### src/include/lab_defines.svh
`ifndef LAB_DEFINES_SVH
`define LAB_DEFINES_SVH

// shift register and history sizes
`define LAB_VALUE_W     8
`define LAB_HIST_DEPTH  4

// wide enough to hold LAB_HIST_DEPTH itself
`define LAB_CNT_W       3

// switch bit positions on the board
`define LAB_SW_STEP     0
`define LAB_SW_LOAD     1

// seed field sits in the upper byte of sw
`define LAB_SW_SEED_LO  8
`define LAB_SW_SEED_HI  15

// feedback taps of the 8-bit register
`define LAB_TAP_A       4
`define LAB_TAP_B       3
`define LAB_TAP_C       2
`define LAB_TAP_D       0

`endif

### src/source/lab_pkg.sv
package lab_pkg;

    `include "lab_defines.svh"

    // one produced value, seeded marks a load instead of a step
    typedef struct packed {
        logic [`LAB_VALUE_W-1:0] value;
        logic                    seeded;
    } sample_t;

    // entry 0 is the newest
    typedef struct packed {
        logic [`LAB_HIST_DEPTH-1:0][`LAB_VALUE_W-1:0] entry;
        logic [`LAB_CNT_W-1:0]                        count;
    } history_t;

    // active low, all segments and the point off
    localparam logic [7:0] SEG_BLANK = 8'hff;

    // bit order {dp, g, f, e, d, c, b, a}, active low
    function automatic logic [7:0] seg_hex(input logic [3:0] digit);
        logic [7:0] code;
        case (digit)
            4'h0: code = 8'hc0;
            4'h1: code = 8'hf9;
            4'h2: code = 8'ha4;
            4'h3: code = 8'hb0;
            4'h4: code = 8'h99;
            4'h5: code = 8'h92;
            4'h6: code = 8'h82;
            4'h7: code = 8'hf8;
            4'h8: code = 8'h80;
            4'h9: code = 8'h90;
            4'ha: code = 8'h88;
            4'hb: code = 8'h83;
            4'hc: code = 8'hc6;
            4'hd: code = 8'ha1;
            4'he: code = 8'h86;
            default: code = 8'h8e;
        endcase
        return code;
    endfunction

endpackage

### src/source/lfsr_gen.sv
`timescale 1ns/10ps

`include "lab_defines.svh"

module lfsr_gen
    import lab_pkg::*;
(
    input  logic                    btn,
    input  logic                    rst,
    input  logic                    step,
    input  logic                    load,
    input  logic [`LAB_VALUE_W-1:0] seed,
    output sample_t                 sample,
    output logic                    sample_valid
);

    logic [`LAB_VALUE_W-1:0] lfsr_q;
    logic [`LAB_VALUE_W-1:0] lfsr_step;
    logic                    feedback;
    logic                    seeded_q;
    logic                    valid_q;

    assign feedback = lfsr_q[`LAB_TAP_A] ^ lfsr_q[`LAB_TAP_B] ^
                      lfsr_q[`LAB_TAP_C] ^ lfsr_q[`LAB_TAP_D];

    // an all-zero register would never leave zero
    always_comb begin
        if (|lfsr_q) begin
            lfsr_step = {feedback, lfsr_q[`LAB_VALUE_W-1:1]};
        end else begin
            lfsr_step = `LAB_VALUE_W'(1);
        end
    end

    // load wins over step
    always_ff @(posedge btn) begin
        if (rst) begin
            lfsr_q   <= '0;
            seeded_q <= 1'b0;
            valid_q  <= 1'b0;
        end else begin
            valid_q <= 1'b0;
            if (load) begin
                lfsr_q   <= seed;
                seeded_q <= 1'b1;
                valid_q  <= 1'b1;
            end else if (step) begin
                lfsr_q   <= lfsr_step;
                seeded_q <= 1'b0;
                valid_q  <= 1'b1;
            end
        end
    end

    assign sample.value  = lfsr_q;
    assign sample.seeded = seeded_q;
    assign sample_valid  = valid_q;

endmodule

### src/source/history_buf.sv
`timescale 1ns/10ps

`include "lab_defines.svh"

module history_buf
    import lab_pkg::*;
(
    input  logic     btn,
    input  logic     rst,
    input  sample_t  sample,
    input  logic     sample_valid,
    output history_t hist
);

    localparam logic [`LAB_CNT_W-1:0] FULL_CNT = `LAB_CNT_W'(`LAB_HIST_DEPTH);

    logic [`LAB_HIST_DEPTH-1:0][`LAB_VALUE_W-1:0] entry_q;
    logic [`LAB_HIST_DEPTH-1:0][`LAB_VALUE_W-1:0] entry_shifted;
    logic [`LAB_CNT_W-1:0]                        count_q;
    logic [`LAB_CNT_W-1:0]                        count_next;
    logic                                         full;

    // newest goes in at entry 0, the oldest falls off the top
    always_comb begin
        entry_shifted[0] = sample.value;
        for (int i = 1; i < `LAB_HIST_DEPTH; i++) begin
            entry_shifted[i] = entry_q[i-1];
        end
    end

    assign full = (count_q == FULL_CNT);

    // count saturates once every slot holds a value
    always_comb begin
        if (full) begin
            count_next = count_q;
        end else begin
            count_next = count_q + `LAB_CNT_W'(1);
        end
    end

    always_ff @(posedge btn) begin
        if (rst) begin
            entry_q <= '0;
        end else if (sample_valid) begin
            entry_q <= entry_shifted;
        end
    end

    always_ff @(posedge btn) begin
        if (rst) begin
            count_q <= '0;
        end else if (sample_valid) begin
            count_q <= count_next;
        end
    end

    // seeded flag is not kept, a load is history too
    assign hist.entry = entry_q;
    assign hist.count = count_q;

endmodule

### src/source/hex_display.sv
`timescale 1ns/10ps

`include "lab_defines.svh"

module hex_display
    import lab_pkg::*;
(
    input  history_t    hist,
    output logic [7:0]  seg [2*`LAB_HIST_DEPTH],
    output logic [15:0] ledr
);

    logic [`LAB_HIST_DEPTH-1:0] filled;
    logic [`LAB_HIST_DEPTH-1:0] parity;
    logic                       any_set;

    // pair k is lit only once entry k has been written
    for (genvar k = 0; k < `LAB_HIST_DEPTH; k++) begin : g_pair
        logic [3:0] nib_lo;
        logic [3:0] nib_hi;

        assign nib_lo    = hist.entry[k][3:0];
        assign nib_hi    = hist.entry[k][7:4];
        assign filled[k] = (`LAB_CNT_W'(k) < hist.count);
        assign parity[k] = ^hist.entry[k];

        // low nibble on the even digit
        always_comb begin
            if (filled[k]) begin
                seg[2*k]   = seg_hex(nib_lo);
                seg[2*k+1] = seg_hex(nib_hi);
            end else begin
                seg[2*k]   = SEG_BLANK;
                seg[2*k+1] = SEG_BLANK;
            end
        end
    end

    assign any_set = |hist.entry;

    // current value, fill count, per-entry parity, any non-zero
    always_comb begin
        ledr        = '0;
        ledr[7:0]   = hist.entry[0];
        ledr[10:8]  = hist.count;
        ledr[14:11] = parity;
        ledr[15]    = any_set;
    end

endmodule

### src/source/lab_top.sv
`timescale 1ns/10ps

`include "lab_defines.svh"

module lab_top
    import lab_pkg::*;
(
    input  logic        btn,
    input  logic        rst,
    input  logic [15:0] sw,
    output logic [7:0]  seg0,
    output logic [7:0]  seg1,
    output logic [7:0]  seg2,
    output logic [7:0]  seg3,
    output logic [7:0]  seg4,
    output logic [7:0]  seg5,
    output logic [7:0]  seg6,
    output logic [7:0]  seg7,
    output logic [15:0] ledr
);

    logic                    step;
    logic                    load;
    logic [`LAB_VALUE_W-1:0] seed;
    sample_t                 sample;
    logic                    sample_valid;
    history_t                hist;
    logic [7:0]              seg [2*`LAB_HIST_DEPTH];

    // switch fields
    assign step = sw[`LAB_SW_STEP];
    assign load = sw[`LAB_SW_LOAD];
    assign seed = sw[`LAB_SW_SEED_HI:`LAB_SW_SEED_LO];

    lfsr_gen lfsr_gen_i (
        .btn          (btn),
        .rst          (rst),
        .step         (step),
        .load         (load),
        .seed         (seed),
        .sample       (sample),
        .sample_valid (sample_valid)
    );

    history_buf history_buf_i (
        .btn          (btn),
        .rst          (rst),
        .sample       (sample),
        .sample_valid (sample_valid),
        .hist         (hist)
    );

    hex_display hex_display_i (
        .hist (hist),
        .seg  (seg),
        .ledr (ledr)
    );

    // board digits
    assign seg0 = seg[0];
    assign seg1 = seg[1];
    assign seg2 = seg[2];
    assign seg3 = seg[3];
    assign seg4 = seg[4];
    assign seg5 = seg[5];
    assign seg6 = seg[6];
    assign seg7 = seg[7];

endmodule

### config.mk
export PLATFORM = sky130hd
export DESIGN_NAME = lab_top
export DESIGN_NICKNAME = d
export VERILOG_FILES = /design/src/source/lab_pkg.sv /design/src/source/lfsr_gen.sv /design/src/source/history_buf.sv /design/src/source/hex_display.sv /design/src/source/lab_top.sv
export VERILOG_INCLUDE_DIRS = /design/src /design/src/include
export SDC_FILE = /design/constraint.sdc
export NUM_CORES = 1
export LEC_CHECK = 0
export BUFFER_PORTS_ARGS = -buffer_cell sky130_fd_sc_hd__buf_2
export CAP_MARGIN = 40
export CORE_MARGIN = 4
export CORE_UTILIZATION = 55
export DETAILED_ROUTE_END_ITERATION = 6
export PLACE_DENSITY_LB_ADDON = 0.2
export SLEW_MARGIN = 20
export SYNTH_ARGS = -nofsm -noshare
export SYNTH_HDL_FRONTEND = slang
export SYNTH_SLANG_ARGS = --single-unit
### constraint.sdc
create_clock -name btn -period 7.16 [get_ports btn]
set_input_delay 1.79 -clock btn [delete_from_list [all_inputs] [get_ports btn]]
set_output_delay 1.79 -clock btn [all_outputs]
set_load 0.005 [all_outputs]
==> results of run 1 <==
path summary, 6_finish.rpt:
path                                       startpoint                             endpoint  slack, ns  depth (start not counted)
setup / recovery                                  rst                                 flop       3.22                          9
hold / removal    history_buf_i.hist[32]$_SDFFE_PP0P_  history_buf_i.hist[32]$_SDFFE_PP0P_       0.52                          2
setup reg to reg   lfsr_gen_i.sample_valid$_SDFF_PP0_                                 flop       4.21                          6
hold reg to reg   history_buf_i.hist[32]$_SDFFE_PP0P_  history_buf_i.hist[32]$_SDFFE_PP0P_       0.52                          2
worst max-delay path: cells and delay by family:
| kind | cells | cell delay [ns] |
|---|---|---|
| buffers and inverters | 5 | 1.64 |
| AO/OA/AOI/OAI | 2 | 0.27 |
| AND/OR/NAND/NOR | 1 | 0.25 |
| adder cells (fa/ha/maj) | 1 | 0.21 |
layout make-up:
class | instances | area (um2) | area share, %
Tap cell | 143 | 178.9 | 2.547
Sequential cell | 100 | 2003 | 28.51
Timing Repair Buffer | 89 | 457.9 | 6.518
Inverter | 74 | 279.0 | 3.972
Clock inverter | 2 | 16.27 | 0.2315
Clock buffer | 14 | 284.0 | 4.043
Multi-Input combinational cell | 502 | 3806 | 54.18
kinds of logic after synthesis:
family	synth area share (%)
AND/OR/NAND/NOR	20.27
buffers and inverters	10.27
adder cells (fa/ha/maj)	12.82
AO/OA/AOI/OAI	13.84
XOR/XNOR	2.175
other	0.05820
multiplexers	9.495
flip-flops	31.07
power by group through the flow:
stage          clock network [mW]  registers [mW]  logic [mW]
2_1_floorplan                   0           0.592       0.126
4_1_cts                     0.493           0.589       0.156
6_report                    0.485           0.589       0.155
3_3_place_gp                    0           0.601       0.151
3_5_place_dp                    0           0.602       0.155
5_1_grt                     0.514           0.591       0.172
per-layer routing:
metal  vias to the layer above  track usage (%)
li1                       2534                -
met1                      2378            29.21
met2                       180            34.32
met3                        30            4.145
met4                         0            9.203
met5                         -                0
placed cells by master (no fill, tap or decap), types with 6 or more instances in the layout:
master	count
xnor2_1	11
a22o_1	10
buf_2	84
nand2_1	41
mux2i_1	39
a21oi_1	32
a222oi_1	6
conb_1	8
o22ai_1	17
nor3_1	6
nor2_1	66
clkbuf_16	9
ha_1	66
a31oi_1	8
o21ai_0	7
nand2b_1	21
a21o_1	6
inv_1	69
dfxtp_1	99
or2_2	47
nor2b_1	9
a22oi_1	9
==> Implementation_results.wiki, run 1 <==
{| class="wikitable"
! Metric !! Value
|-
| Outcome || complete, no violations
|-
| Number of cell rows || 39
|-
| Sequential fraction of the synthesis area || a little under a third
|-
| Maximum fanout count along the critical path || 38
|-
| Die Wd || 116.2 um
|-
| Setup fix buffers added after clock tree synthesis || 0
|-
| Warnings from Yosys || 0
|-
| Combined global-route utilization of all metal layers || 21.76%
|-
| Wire length of the first global-routing pass || 23500 um
|-
| Switching share of power || approximately a quarter
|-
| Comb pwr share || between 10% and 20%
|-
| Setup TNS Final || 0 ns
|-
| Area grow syn2layout || 9.029%
|-
| RD Place Congestion || just over 0.9
|-
| DIE AREA || 0.01351 mm2
|-
| Most used DFF post-synth || dfxtp_1
|-
| Number of DRC violations after detailed routing || 0
|-
| Required time of the critical path || 7.41 ns
|-
| Max Root-Sink Buffers || 2
|-
| Top routing layer in use || met4
|-
| Placeable core region || 0.01147 mm2
|-
| Average size of a mapped cell || roughly 8.9 um2
|-
| Arrival time of the worst setup path || approximately 4.2 ns
|-
| Initial detailed-routing violation count || 289
|-
| HPWL reported at the end of detailed placement || 10900 um
|-
| RSZ-0062 raised after global routing || false
|-
| Fill count || 988
|-
| Cell Pwr Density || 175.0 mW/mm2
|-
| Most frequent cells after synthesis || dfxtp_1 (100), inv_1 (69), ha_1 (66), nor2_1 (66), or2_2 (47)
|-
| Top-count cell post-synth || dfxtp_1
|-
| CP peak stage delay || about 0.57 ns
|-
| Routed wire length on met3 || 870 um
|-
| Synth Instances || 726
|-
| Maximum ir drop on the vdd rail || between 0.1 and 0.15 mV
|-
| Fraction of power consumed by sequential logic || 47.9%
|-
| Maximum level of the CTS H-tree || 3
|-
| Number of hold violations in the final report || 0
|-
| Clock network latency to the later pin of the worst-skew pair || around 0.35 ns
|-
| Residual antenna-violating net count after detailed routing || 0
|-
| Worst Tran Pin Value || roughly 0.78 ns
|-
| Total iterations of the first detailed-routing run || 5
|-
| Share of cells above drive strength 1 || 23.69%
|-
| Wirelength per Cell || 15.68 um
|-
| Total placed cells including tap cells || 908
|-
| Max-capacitance violation count || 0
|-
| Worst hold margin || 0.5220 ns
|-
| Avg Vias per Cell || roughly 5.5
|-
| Internal power || 0.9199 mW
|-
| Vias post-DR || 5122
|-
| Final Instance Count excl. Fillers || around 920
|-
| Pin count of the biggest net entering global routing || 39
|-
| CP Class || in2reg
|-
| Via count of the first global-routing pass || a little under 5000
|-
| Starting density of the core || between 50 and 60%
|-
| Worst path cell trace || buf_2 -> buf_4 -> buf_4 -> or2_1 -> inv_1 -> ha_1 -> inv_1 -> a21oi_1 -> a22o_1
|-
| Post-detailed-routing wire length || 14490 um
|-
| Startpoint Class || input port
|-
| Number of enable-type register cells in the synthesized netlist || 0
|-
| Die Y || about 120 um
|-
| Clock-pin slew on the worst setup and hold paths || ~0.070 ns
|-
| Static leakage || 3.024 nW
|-
| Cell variety after synth || 66
|-
| Aggregate global routing overflow || 0
|-
| Clock Skew || 0.005186 ns
|-
| Endpoint class of the critical path || flop
|-
| Final Setup Violations || 0
|-
| Share of the clock period used by the worst path after layout || between 50% and 60%
|-
| Clk pwr share || between 30% and 40%
|-
| Cells taking the most area after synthesis || dfxtp_1 (31%), ha_1 (13%), mux2i_1 (6.1%)
|-
| Post-route total power || 1.229 mW
|-
| Post-DP Area || approximately 0.0067 mm2
|-
| Switch Pwr || 0.3093 mW
|-
| Min Clock Period, post-route || around 4 ns
|-
| Sink Count || 100
|-
| Count of pins on the block boundary || 98
|-
| Number of buffers added by the clock tree synthesis step || 9
|-
| Post-cts hold buffer count || 0
|-
| Max Fclk || 253.7 MHz
|-
| CTS resizes || 0
|-
| Remaining max-slew budget at the tightest pin || 48.07%
|-
| Number of inserted diodes || 0
|-
| Cell type of the slowest stage on the worst timing path || buf_2
|-
| Class of the tightest hold or removal check || reg2reg
|-
| Initial antenna violation count || 0
|-
| CTS tree || done
|-
| Yosys top cell area share || between 30 and 40%
|-
| Final slew viol count || 0
|-
| Asr flop ratio synth || 0%
|-
| Worst slack after detailed placement || 2.841 ns
|-
| Final Instance Area || 0.007025 mm2
|-
| Routed met1 length || 6583 um
|-
| PortBufs || 83
|-
| Flip-flop and latch count after synthesis || 100
|-
| Final #Nets || 860
|-
| Netlist area before placement || 0.006444 mm2
|-
| Core occupancy in the finished layout || 61.27%
|-
| Post-layout worst setup margin || 3.218 ns
|-
| Routed length on met2 || approximately 6700 um
|-
| Area leader, netlist || dfxtp_1
|-
| Library cell used as clock root buffer || clkbuf_16
|}
(Power assumes the default switching activity.)
==> run 2, diff against run 1 <==
--- a/config.mk
+++ b/config.mk
@@ -6,6 +6,7 @@
 export SDC_FILE = /design/constraint.sdc
 export NUM_CORES = 1
 export LEC_CHECK = 0
+export ABC_AREA = 1
 export BUFFER_PORTS_ARGS = -buffer_cell sky130_fd_sc_hd__buf_2
 export CAP_MARGIN = 40
 export CORE_MARGIN = 4
==> constraint.sdc (replaced) <==
create_clock -name btn -period 3.7 [get_ports btn]
set_input_delay 0.925 -clock btn [delete_from_list [all_inputs] [get_ports btn]]
set_output_delay 0.925 -clock btn [all_outputs]
set_load 0.005 [all_outputs]
==> run 2 against run 1 <==
Net effect:
- combinational power increased to 4.0 times the previous value
- via count up 1.0%
- non-clock buffer count decreased by 1
- largest power group unchanged
- highest routed layer unchanged
==> Implementation_results.wiki, run 2 <==
{| class="wikitable"
! Metric !! Value
|-
| Average size of a mapped cell || 6.833 um2 (-23%)
|-
| Timing startpoint of the critical path || history_buf_i.hist[10]$_SDFFE_PP0P_
|-
| Switch Pwr || 0.7874 mW (+150%)
|-
| Setup TNS Final || 0 ns (unchanged)
|-
| Required time of the critical path || 2.77 ns (-4.64 ns)
|-
| Min Clock Period, post-route || between 2 and 3 ns
|-
| Total placed cells including tap cells || 1076 (+19%)
|-
| Initial antenna violation count || 0 (unchanged)
|-
| Class of the tightest hold or removal check || reg2reg
|-
| Final #Nets || 1035 (+20%)
|-
| Area grow syn2layout || 10.14%
|-
| Number of enable-type register cells in the synthesized netlist || 0 (unchanged)
|-
| Highest-count cells in the layout ignoring fill and taps || nand2_1 (295), inv_1 (114), dfxtp_1 (100)
|-
| Slack of the worst reg-to-reg path || 1.25 ns (-2.96 ns)
|-
| Final Setup Violations || 0 (unchanged)
|-
| Flip-flop and latch count after synthesis || 100 (unchanged)
|-
| Residual antenna-violating net count after detailed routing || 0 (unchanged)
|-
| Worst Tran Pin Value || 0.6577 ns (-0.1202 ns)
|-
| Post-detailed-routing wire length || 12150 um (-16%)
|-
| RD Place Congestion || 0.8637 (-7.4%)
|-
| Remaining max-slew budget at the tightest pin || 56.09% (+8.0 points)
|-
| Final Instance Count excl. Fillers || 1091 (+18%)
|-
| Number of DRC violations after detailed routing || 0 (unchanged)
|-
| Most common cell after layout, fill and taps aside || nand2_1
|-
| Cell variety after synth || 28 (-58%)
|-
| Cell count of the worst reg-to-reg path || 8 (+2)
|-
| CP Class || reg2out
|-
| Maximum level of the CTS H-tree || 3 (unchanged)
|-
| PortBufs || 83 (unchanged)
|-
| Fraction of power consumed by sequential logic || 48.5% (+0.6 points)
|-
| Static leakage || 3.524 nW (+17%)
|-
| Top-count cell post-synth || nand2_1
|-
| DIE AREA || 0.01268 mm2 (-6.1%)
|-
| Total iterations of the first detailed-routing run || 7 (+2)
|-
| Number of buffers added by the clock tree synthesis step || 9 (unchanged)
|-
| Placeable core region || 0.01051 mm2 (-8.4%)
|-
| Netlist area before placement || 0.006020 mm2 (-6.6%)
|-
| Most used DFF post-synth || dfxtp_1
|-
| Maximum fanout count along the critical path || 4 (-89%)
|-
| Comb pwr share || 24.7% (+12 points)
|-
| Arrival time of the worst setup path || 1.80 ns (-2.39 ns)
|-
| Clock Skew || 0.01559 ns (+0.01041 ns)
|-
| Final Instance Area || 0.006630 mm2 (-5.6%)
|-
| Most frequent cells after synthesis || nand2_1 (295), inv_1 (114), dfxtp_1 (100), nor2_1 (75), ha_1 (66)
|-
| Sink Count || 100 (unchanged)
|-
| Max-capacitance violation count || 0 (unchanged)
|-
| Library cell used as clock root buffer || clkbuf_8
|-
| CTS resizes || 0 (unchanged)
|-
| Number of cell rows || 37 (-5.1%)
|-
| Warnings from Yosys || 0 (unchanged)
|-
| Cell Pwr Density || 380.1 mW/mm2 (+120%)
|-
| Post-DP Area || 0.006447 mm2 (-4.1%)
|-
| Share of the clock period used by the worst path after layout || 73.61%
|-
| Die Y || 112.6 um (-3.1%)
|-
| Max Root-Sink Buffers || 2 (unchanged)
|-
| Via count of the first global-routing pass || 4786 (-0.48%)
|-
| Combined global-route utilization of all metal layers || 19.87% (-1.9 points)
|-
| Avg Vias per Cell || 4.742 (-14%)
|-
| Final slew viol count || 0 (unchanged)
|-
| Starting density of the core || 57.28% (+1.1 points)
|-
| Asr flop ratio synth || 0% (unchanged)
|-
| Aggregate global routing overflow || 0 (unchanged)
|-
| Synth Instances || 881 (+21%)
|-
| HPWL reported at the end of detailed placement || 9078 um (-17%)
|-
| Setup fix buffers added after clock tree synthesis || 0 (unchanged)
|-
| Sequential fraction of the synthesis area || 33.26% (+2.2 points)
|-
| Pin count of the biggest net entering global routing || 34 (-13%)
|-
| Initial detailed-routing violation count || 210 (-27%)
|-
| Critical R2R Launch || lfsr_gen_i.sample_valid$_SDFF_PP0_
|-
| Cells taking the most area after synthesis || dfxtp_1 (33%), nand2_1 (18%), ha_1 (14%)
|-
| Die Wd || 112.6 um (-3.1%)
|-
| Max Fclk || 367.2 MHz
|-
| Number of inserted diodes || 0 (unchanged)
|-
| Share of cells above drive strength 1 || 16.96% (-6.7 points)
|-
| Endpoint class of the critical path || output port
|-
| Number of hold violations in the final report || 0 (unchanged)
|-
| Clk pwr share || 26.8% (-13 points)
|-
| Area leader, netlist || dfxtp_1
|-
| Count of pins on the block boundary || 98 (unchanged)
|-
| Wire length of the first global-routing pass || 21360 um (-9.1%)
|-
| RSZ-0062 raised after global routing || false
|-
| Vias post-DR || 5174 (+1.0%)
|-
| Fill count || 977 (-1.1%)
|-
| Worst setup path endpoint || ledr[11]
|-
| Internal power || 1.733 mW (+88%)
|-
| Post-route total power || 2.520 mW (+110%)
|-
| CTS tree || done
|-
| Wirelength per Cell || 11.13 um (-29%)
|-
| Maximum ir drop on the vdd rail || 0.2767 mV (+92%)
|-
| Yosys top cell area share || 33.26% (+2.2 points)
|-
| Post-cts hold buffer count || 0 (unchanged)
|-
| Clock-pin slew on the worst setup and hold paths || 0.09 ns (+0.02 ns)
|-
| Outcome || complete, no violations
|-
| Switching share of power || 31.24% (+6.1 points)
|-
| Startpoint Class || flop
|-
| Clock network latency to the later pin of the worst-skew pair || 0.37 ns (+0.02 ns)
|}
[run 2: cell count changes after synthesis, sizes merged, moves of 7 or more]
| cell | change |
|---|---|
| nand2 | +259 |
| nand3 | +59 |
| or2 | -18 |
| mux2i | -44 |
| inv | +56 |
| nand2b | -21 |
| o21ai | +33 |
| a21oi | -27 |
| a22oi | -7 |
| clkbuf | -8 |
| buf | -13 |
| nor2b | -9 |
| a22o | -10 |
| o22ai | -17 |
[run 2: power groups by stage]
stage / Clock, mW / Sequential (mW) / Combinational, mW
2_1_floorplan: 0 / 1.23 / 0.462
3_5_place_dp: 0 / 1.25 / 0.621
3_3_place_gp: 0 / 1.25 / 0.614
5_1_grt: 0.749 / 1.24 / 0.723
4_1_cts: 0.695 / 1.22 / 0.626
6_report: 0.676 / 1.22 / 0.622
[run 2: final cells by class]
type / instances / area (um2) / area share [%]
clock buffers: 11 / 131.4 / 1.982
clock inverters: 4 / 51.30 / 0.7737
inverters: 129 / 484.2 / 7.303
multi-input cells: 623 / 3326 / 50.16
flip-flops and latches: 100 / 2002 / 30.19
well taps: 136 / 170.2 / 2.567
repair buffers: 88 / 465.4 / 7.020
[run 2: layer usage]
| metal | routed length, um | global-route usage [%] | vias to the layer above |
|---|---|---|---|
| met5 | 0 | 0 | - |
| met4 | 119 | 4.567 | 0 |
| met3 | 673 | 4.205 | 12 |
| met2 | 5533 | 32.39 | 105 |
| met1 | 5819 | 27.00 | 2264 |
| li1 | - | - | 2793 |
[run 2: through the flow]
stage	utilization (%)	worst slack, ns	hold WS [ns]
after detailed placement	61.35	0.8908	0.5040
after global placement	61.35	0.8642	0.4884
after floorplan	-	1.309	0.4721
final	63.09	0.9764	0.5263
after global routing	63.09	0.8996	0.5665
after CTS	63.09	0.9819	0.5272
[run 2: logic make-up (layout without fill, tap and decap cells)]
group / after synthesis / after routing / share of synthesized area, %
AND/OR/NAND/NOR: 480 / 480 / 33.19
flip-flops: 100 / 100 / 33.26
adder cells (fa/ha/maj): 66 / 66 / 13.72
AO/OA/AOI/OAI: 57 / 57 / 6.091
XOR/XNOR: 12 / 12 / 1.746
buffers and inverters: 165 / 232 / 11.93
other: 1 / 8 / 0.06230
[run 2: critical path: stages, from the launching register on]
cell and delay, ns:
dfxtp_1 0.48, inv_1 0.08, ha_1 0.28, xnor2_1 0.24, xnor2_1 0.19, buf_2 0.16
[run 2: worst min-delay path by stage]
stage / startpoint / endpoint / slack, ns / depth (start not counted)
after CTS: history_buf_i.hist[23]$_SDFFE_PP0P_ / history_buf_i.hist[23]$_SDFFE_PP0P_ / 0.53 / 2
after floorplan: history_buf_i.hist[11]$_SDFFE_PP0P_ / history_buf_i.hist[11]$_SDFFE_PP0P_ / 0.47 / 2
after detailed placement: history_buf_i.hist[23]$_SDFFE_PP0P_ / history_buf_i.hist[23]$_SDFFE_PP0P_ / 0.50 / 2
final: history_buf_i.hist[23]$_SDFFE_PP0P_ / history_buf_i.hist[23]$_SDFFE_PP0P_ / 0.53 / 2
after global placement: history_buf_i.hist[23]$_SDFFE_PP0P_ / history_buf_i.hist[23]$_SDFFE_PP0P_ / 0.49 / 2
after global routing: history_buf_i.hist[23]$_SDFFE_PP0P_ / history_buf_i.hist[23]$_SDFFE_PP0P_ / 0.57 / 2
==> run 3, diff against run 2 <==
==> constraint.sdc (replaced) <==
create_clock -name btn -period 2.6 [get_ports btn]
set_input_delay 0.65 -clock btn [delete_from_list [all_inputs] [get_ports btn]]
set_output_delay 0.65 -clock btn [all_outputs]
set_load 0.005 [all_outputs]
==> run 3 against run 2 <==
Net effect:
- clock power increased by 45%
- utilization increased by 0.39 points
- critical path type unchanged
- clock-buffer cell count decreased by 1
- sequential share of layout area decreased by 0.19 points
- wire length increased by 1.2%
- final cell count increased by 0.55%
- critical path depth unchanged
- clock skew decreased by 0.0049 ns
==> Implementation_results.wiki, run 3 (synthesis gave the netlist of run 2 again) <==
{| class="wikitable"
! Metric !! Value
|-
| Outcome || complete, no violations
|-
| Die Wd || 112.6 um (unchanged)
|-
| Number of hold violations in the final report || 0 (unchanged)
|-
| GRT Max-Usage Layer || met2
|-
| Post-detailed-routing wire length || 12290 um (+1.2%)
|-
| Pin count of the biggest net entering global routing || 32 (-5.9%)
|-
| Wirelength per Cell || 11.20 um (+0.60%)
|-
| Class of the tightest hold or removal check || reg2reg
|-
| PortBufs || 83 (unchanged)
|-
| HPWL reported at the end of detailed placement || 9244 um (+1.8%)
|-
| Final slew viol count || 0 (unchanged)
|-
| Max Root-Sink Buffers || 2 (unchanged)
|-
| Post-route total power || 3.611 mW (+43%)
|-
| Avg Vias per Cell || 4.752 (+0.20%)
|-
| Max-capacitance violation count || 0 (unchanged)
|-
| Max Fclk || 416.0 MHz
|-
| Wire length of the first global-routing pass || 21050 um (-1.5%)
|-
| Worst hold path startpoint || history_buf_i.hist[27]$_SDFFE_PP0P_
|-
| CTS tree || done
|-
| Share of cells above drive strength 1 || 17.60% (+0.64 points)
|-
| Die Y || 112.6 um (unchanged)
|-
| Clock Skew || 0.01074 ns (-0.004854 ns)
|-
| Number of DRC violations after detailed routing || 0 (unchanged)
|-
| Number of cell rows || 37 (unchanged)
|-
| Static leakage || 3.552 nW (+0.81%)
|-
| Met1 demand-to-capacity share in global routing || 25.55% (-1.5 points)
|-
| Initial antenna violation count || 0 (unchanged)
|-
| Number of buffers added by the clock tree synthesis step || 9 (unchanged)
|-
| Timing startpoint of the critical path || history_buf_i.hist[10]$_SDFFE_PP0P_
|-
| Count of pins on the block boundary || 98 (unchanged)
|-
| Min Clock Period, post-route || about 2.4 ns
|-
| Residual antenna-violating net count after detailed routing || 0 (unchanged)
|-
| CTS resizes || 0 (unchanged)
|-
| Post-cts hold buffer count || 0 (unchanged)
|-
| Library cell used as clock root buffer || clkbuf_8
|-
| Final Setup Violations || 0 (unchanged)
|-
| Maximum ir drop on the vdd rail || 0.3429 mV (+24%)
|-
| Final #Nets || 1041 (+0.58%)
|-
| Area grow syn2layout || 10.83%
|-
| Combined global-route utilization of all metal layers || 19.73% (-0.14 points)
|-
| Total iterations of the first detailed-routing run || 4 (-3)
|-
| Starting density of the core || 57.28% (unchanged)
|-
| Highest-count cells in the layout ignoring fill and taps || nand2_1 (295), inv_1 (114), dfxtp_1 (100)
|-
| Met2 Resource Use GR || 33.57% (+1.2 points)
|-
| Cell Pwr Density || 541.3 mW/mm2 (+42%)
|-
| Critical R2R Launch || lfsr_gen_i.sample_valid$_SDFF_PP0_
|-
| Sink Count || 100 (unchanged)
|-
| Slack of the worst reg-to-reg path || 0.57 ns (-0.68 ns)
|-
| Worst setup path endpoint || ledr[11]
|-
| Setup TNS Final || 0 ns (unchanged)
|-
| Cell count of the worst reg-to-reg path || 8 (unchanged)
|-
| Share of the clock period used by the worst path after layout || 92.46%
|-
| Most common cell after layout, fill and taps aside || nand2_1
|-
| Aggregate global routing overflow || 0 (unchanged)
|-
| Cell type of the slowest stage on the worst timing path || dfxtp_1
|-
| Clock-pin slew on the worst setup and hold paths || 0.09 ns (about the same)
|-
| Via count of the first global-routing pass || 4733 (-1.1%)
|-
| Setup fix buffers added after clock tree synthesis || 0 (unchanged)
|-
| Grt met3 use || 3.181% (-1.0 points)
|-
| RD Place Congestion || 0.8860 (+2.6%)
|-
| Initial detailed-routing violation count || 234 (+11%)
|-
| DIE AREA || 0.01268 mm2 (unchanged)
|-
| Arrival time of the worst setup path || 1.75 ns (-0.05 ns)
|-
| Required time of the critical path || 1.95 ns (-0.82 ns)
|-
| Maximum level of the CTS H-tree || 3 (unchanged)
|-
| Endpoint class of the critical path || output port
|-
| CP peak stage delay || 0.45 ns (-0.03 ns)
|-
| Worst path cell trace || inv_1 -> ha_1 -> xnor2_1 -> xnor2_1 -> buf_2
|-
| Fill count || 982 (+0.51%)
|-
| Cell mode on critical path || xnor2_1
|-
| Placeable core region || 0.01051 mm2 (unchanged)
|-
| Startpoint Class || flop
|-
| RSZ-0062 raised after global routing || false
|-
| Clock network latency to the later pin of the worst-skew pair || 0.37 ns (about the same)
|-
| Maximum fanout count along the critical path || 4 (unchanged)
|-
| Vias post-DR || 5213 (+0.75%)
|-
| CP Class || reg2out
|}
## run 3: area by class of cell
class	count	area, um2	area share, %
tap	136	170.2	2.551
multi-input combinational	623	3326	49.85
antenna	1	2.502	0.03751
clock buffer	10	137.6	2.063
clock inverter	4	51.30	0.7689
timing repair buffer	94	498.0	7.464
sequential	100	2002	30.01
inverter	129	484.2	7.258
## run 3: worst max-delay path: cells and delay by family, from the launching register on
kind,cells,cell delay (ns)
xor+xnor,2,0.43
fa+ha+maj,1,0.28
buf+inv,2,0.22
flops,1,0.45
## run 3: routing by layer
metal	wire length, um	vias up
met5	0	-
met4	204	0
met3	586	20
met2	5673	103
met1	5821	2286
li1	-	2804
## run 3: stage by stage
stage	hold WS [ns]	cells	utilization [%]	setup slack [ns]	instance area, um2
floorplan	0.4721	888	-	0.4845	6046
global placement	0.4847	1082	61.66	0.2863	6480
detailed placement	0.4934	1082	61.66	0.2333	6480
CTS	0.5153	1096	63.46	0.2033	6669
global route	0.5467	1096	63.46	0.09799	6669
finish	0.5175	1097	63.48	0.1959	6671
## run 3: worst min path at each step
stage | slack, ns | cells past startpoint | to
floorplan | 0.47 | 2 | history_buf_i.hist[11]$_SDFFE_PP0P_
global placement | 0.48 | 2 | history_buf_i.hist[11]$_SDFFE_PP0P_
detailed placement | 0.49 | 2 | history_buf_i.hist[19]$_SDFFE_PP0P_
CTS | 0.52 | 2 | history_buf_i.hist[19]$_SDFFE_PP0P_
global route | 0.55 | 3 | lfsr_gen_i.lfsr_q[6]$_SDFFE_PP0P_
finish | 0.52 | 2 | history_buf_i.hist[27]$_SDFFE_PP0P_
## run 3: where the power goes
group	total, mW	internal, mW	switching (mW)
clock network	0.978	0.461	0.518
registers	1.74	1.68	0.0565
logic	0.897	0.351	0.546
total	3.61	2.49	1.12
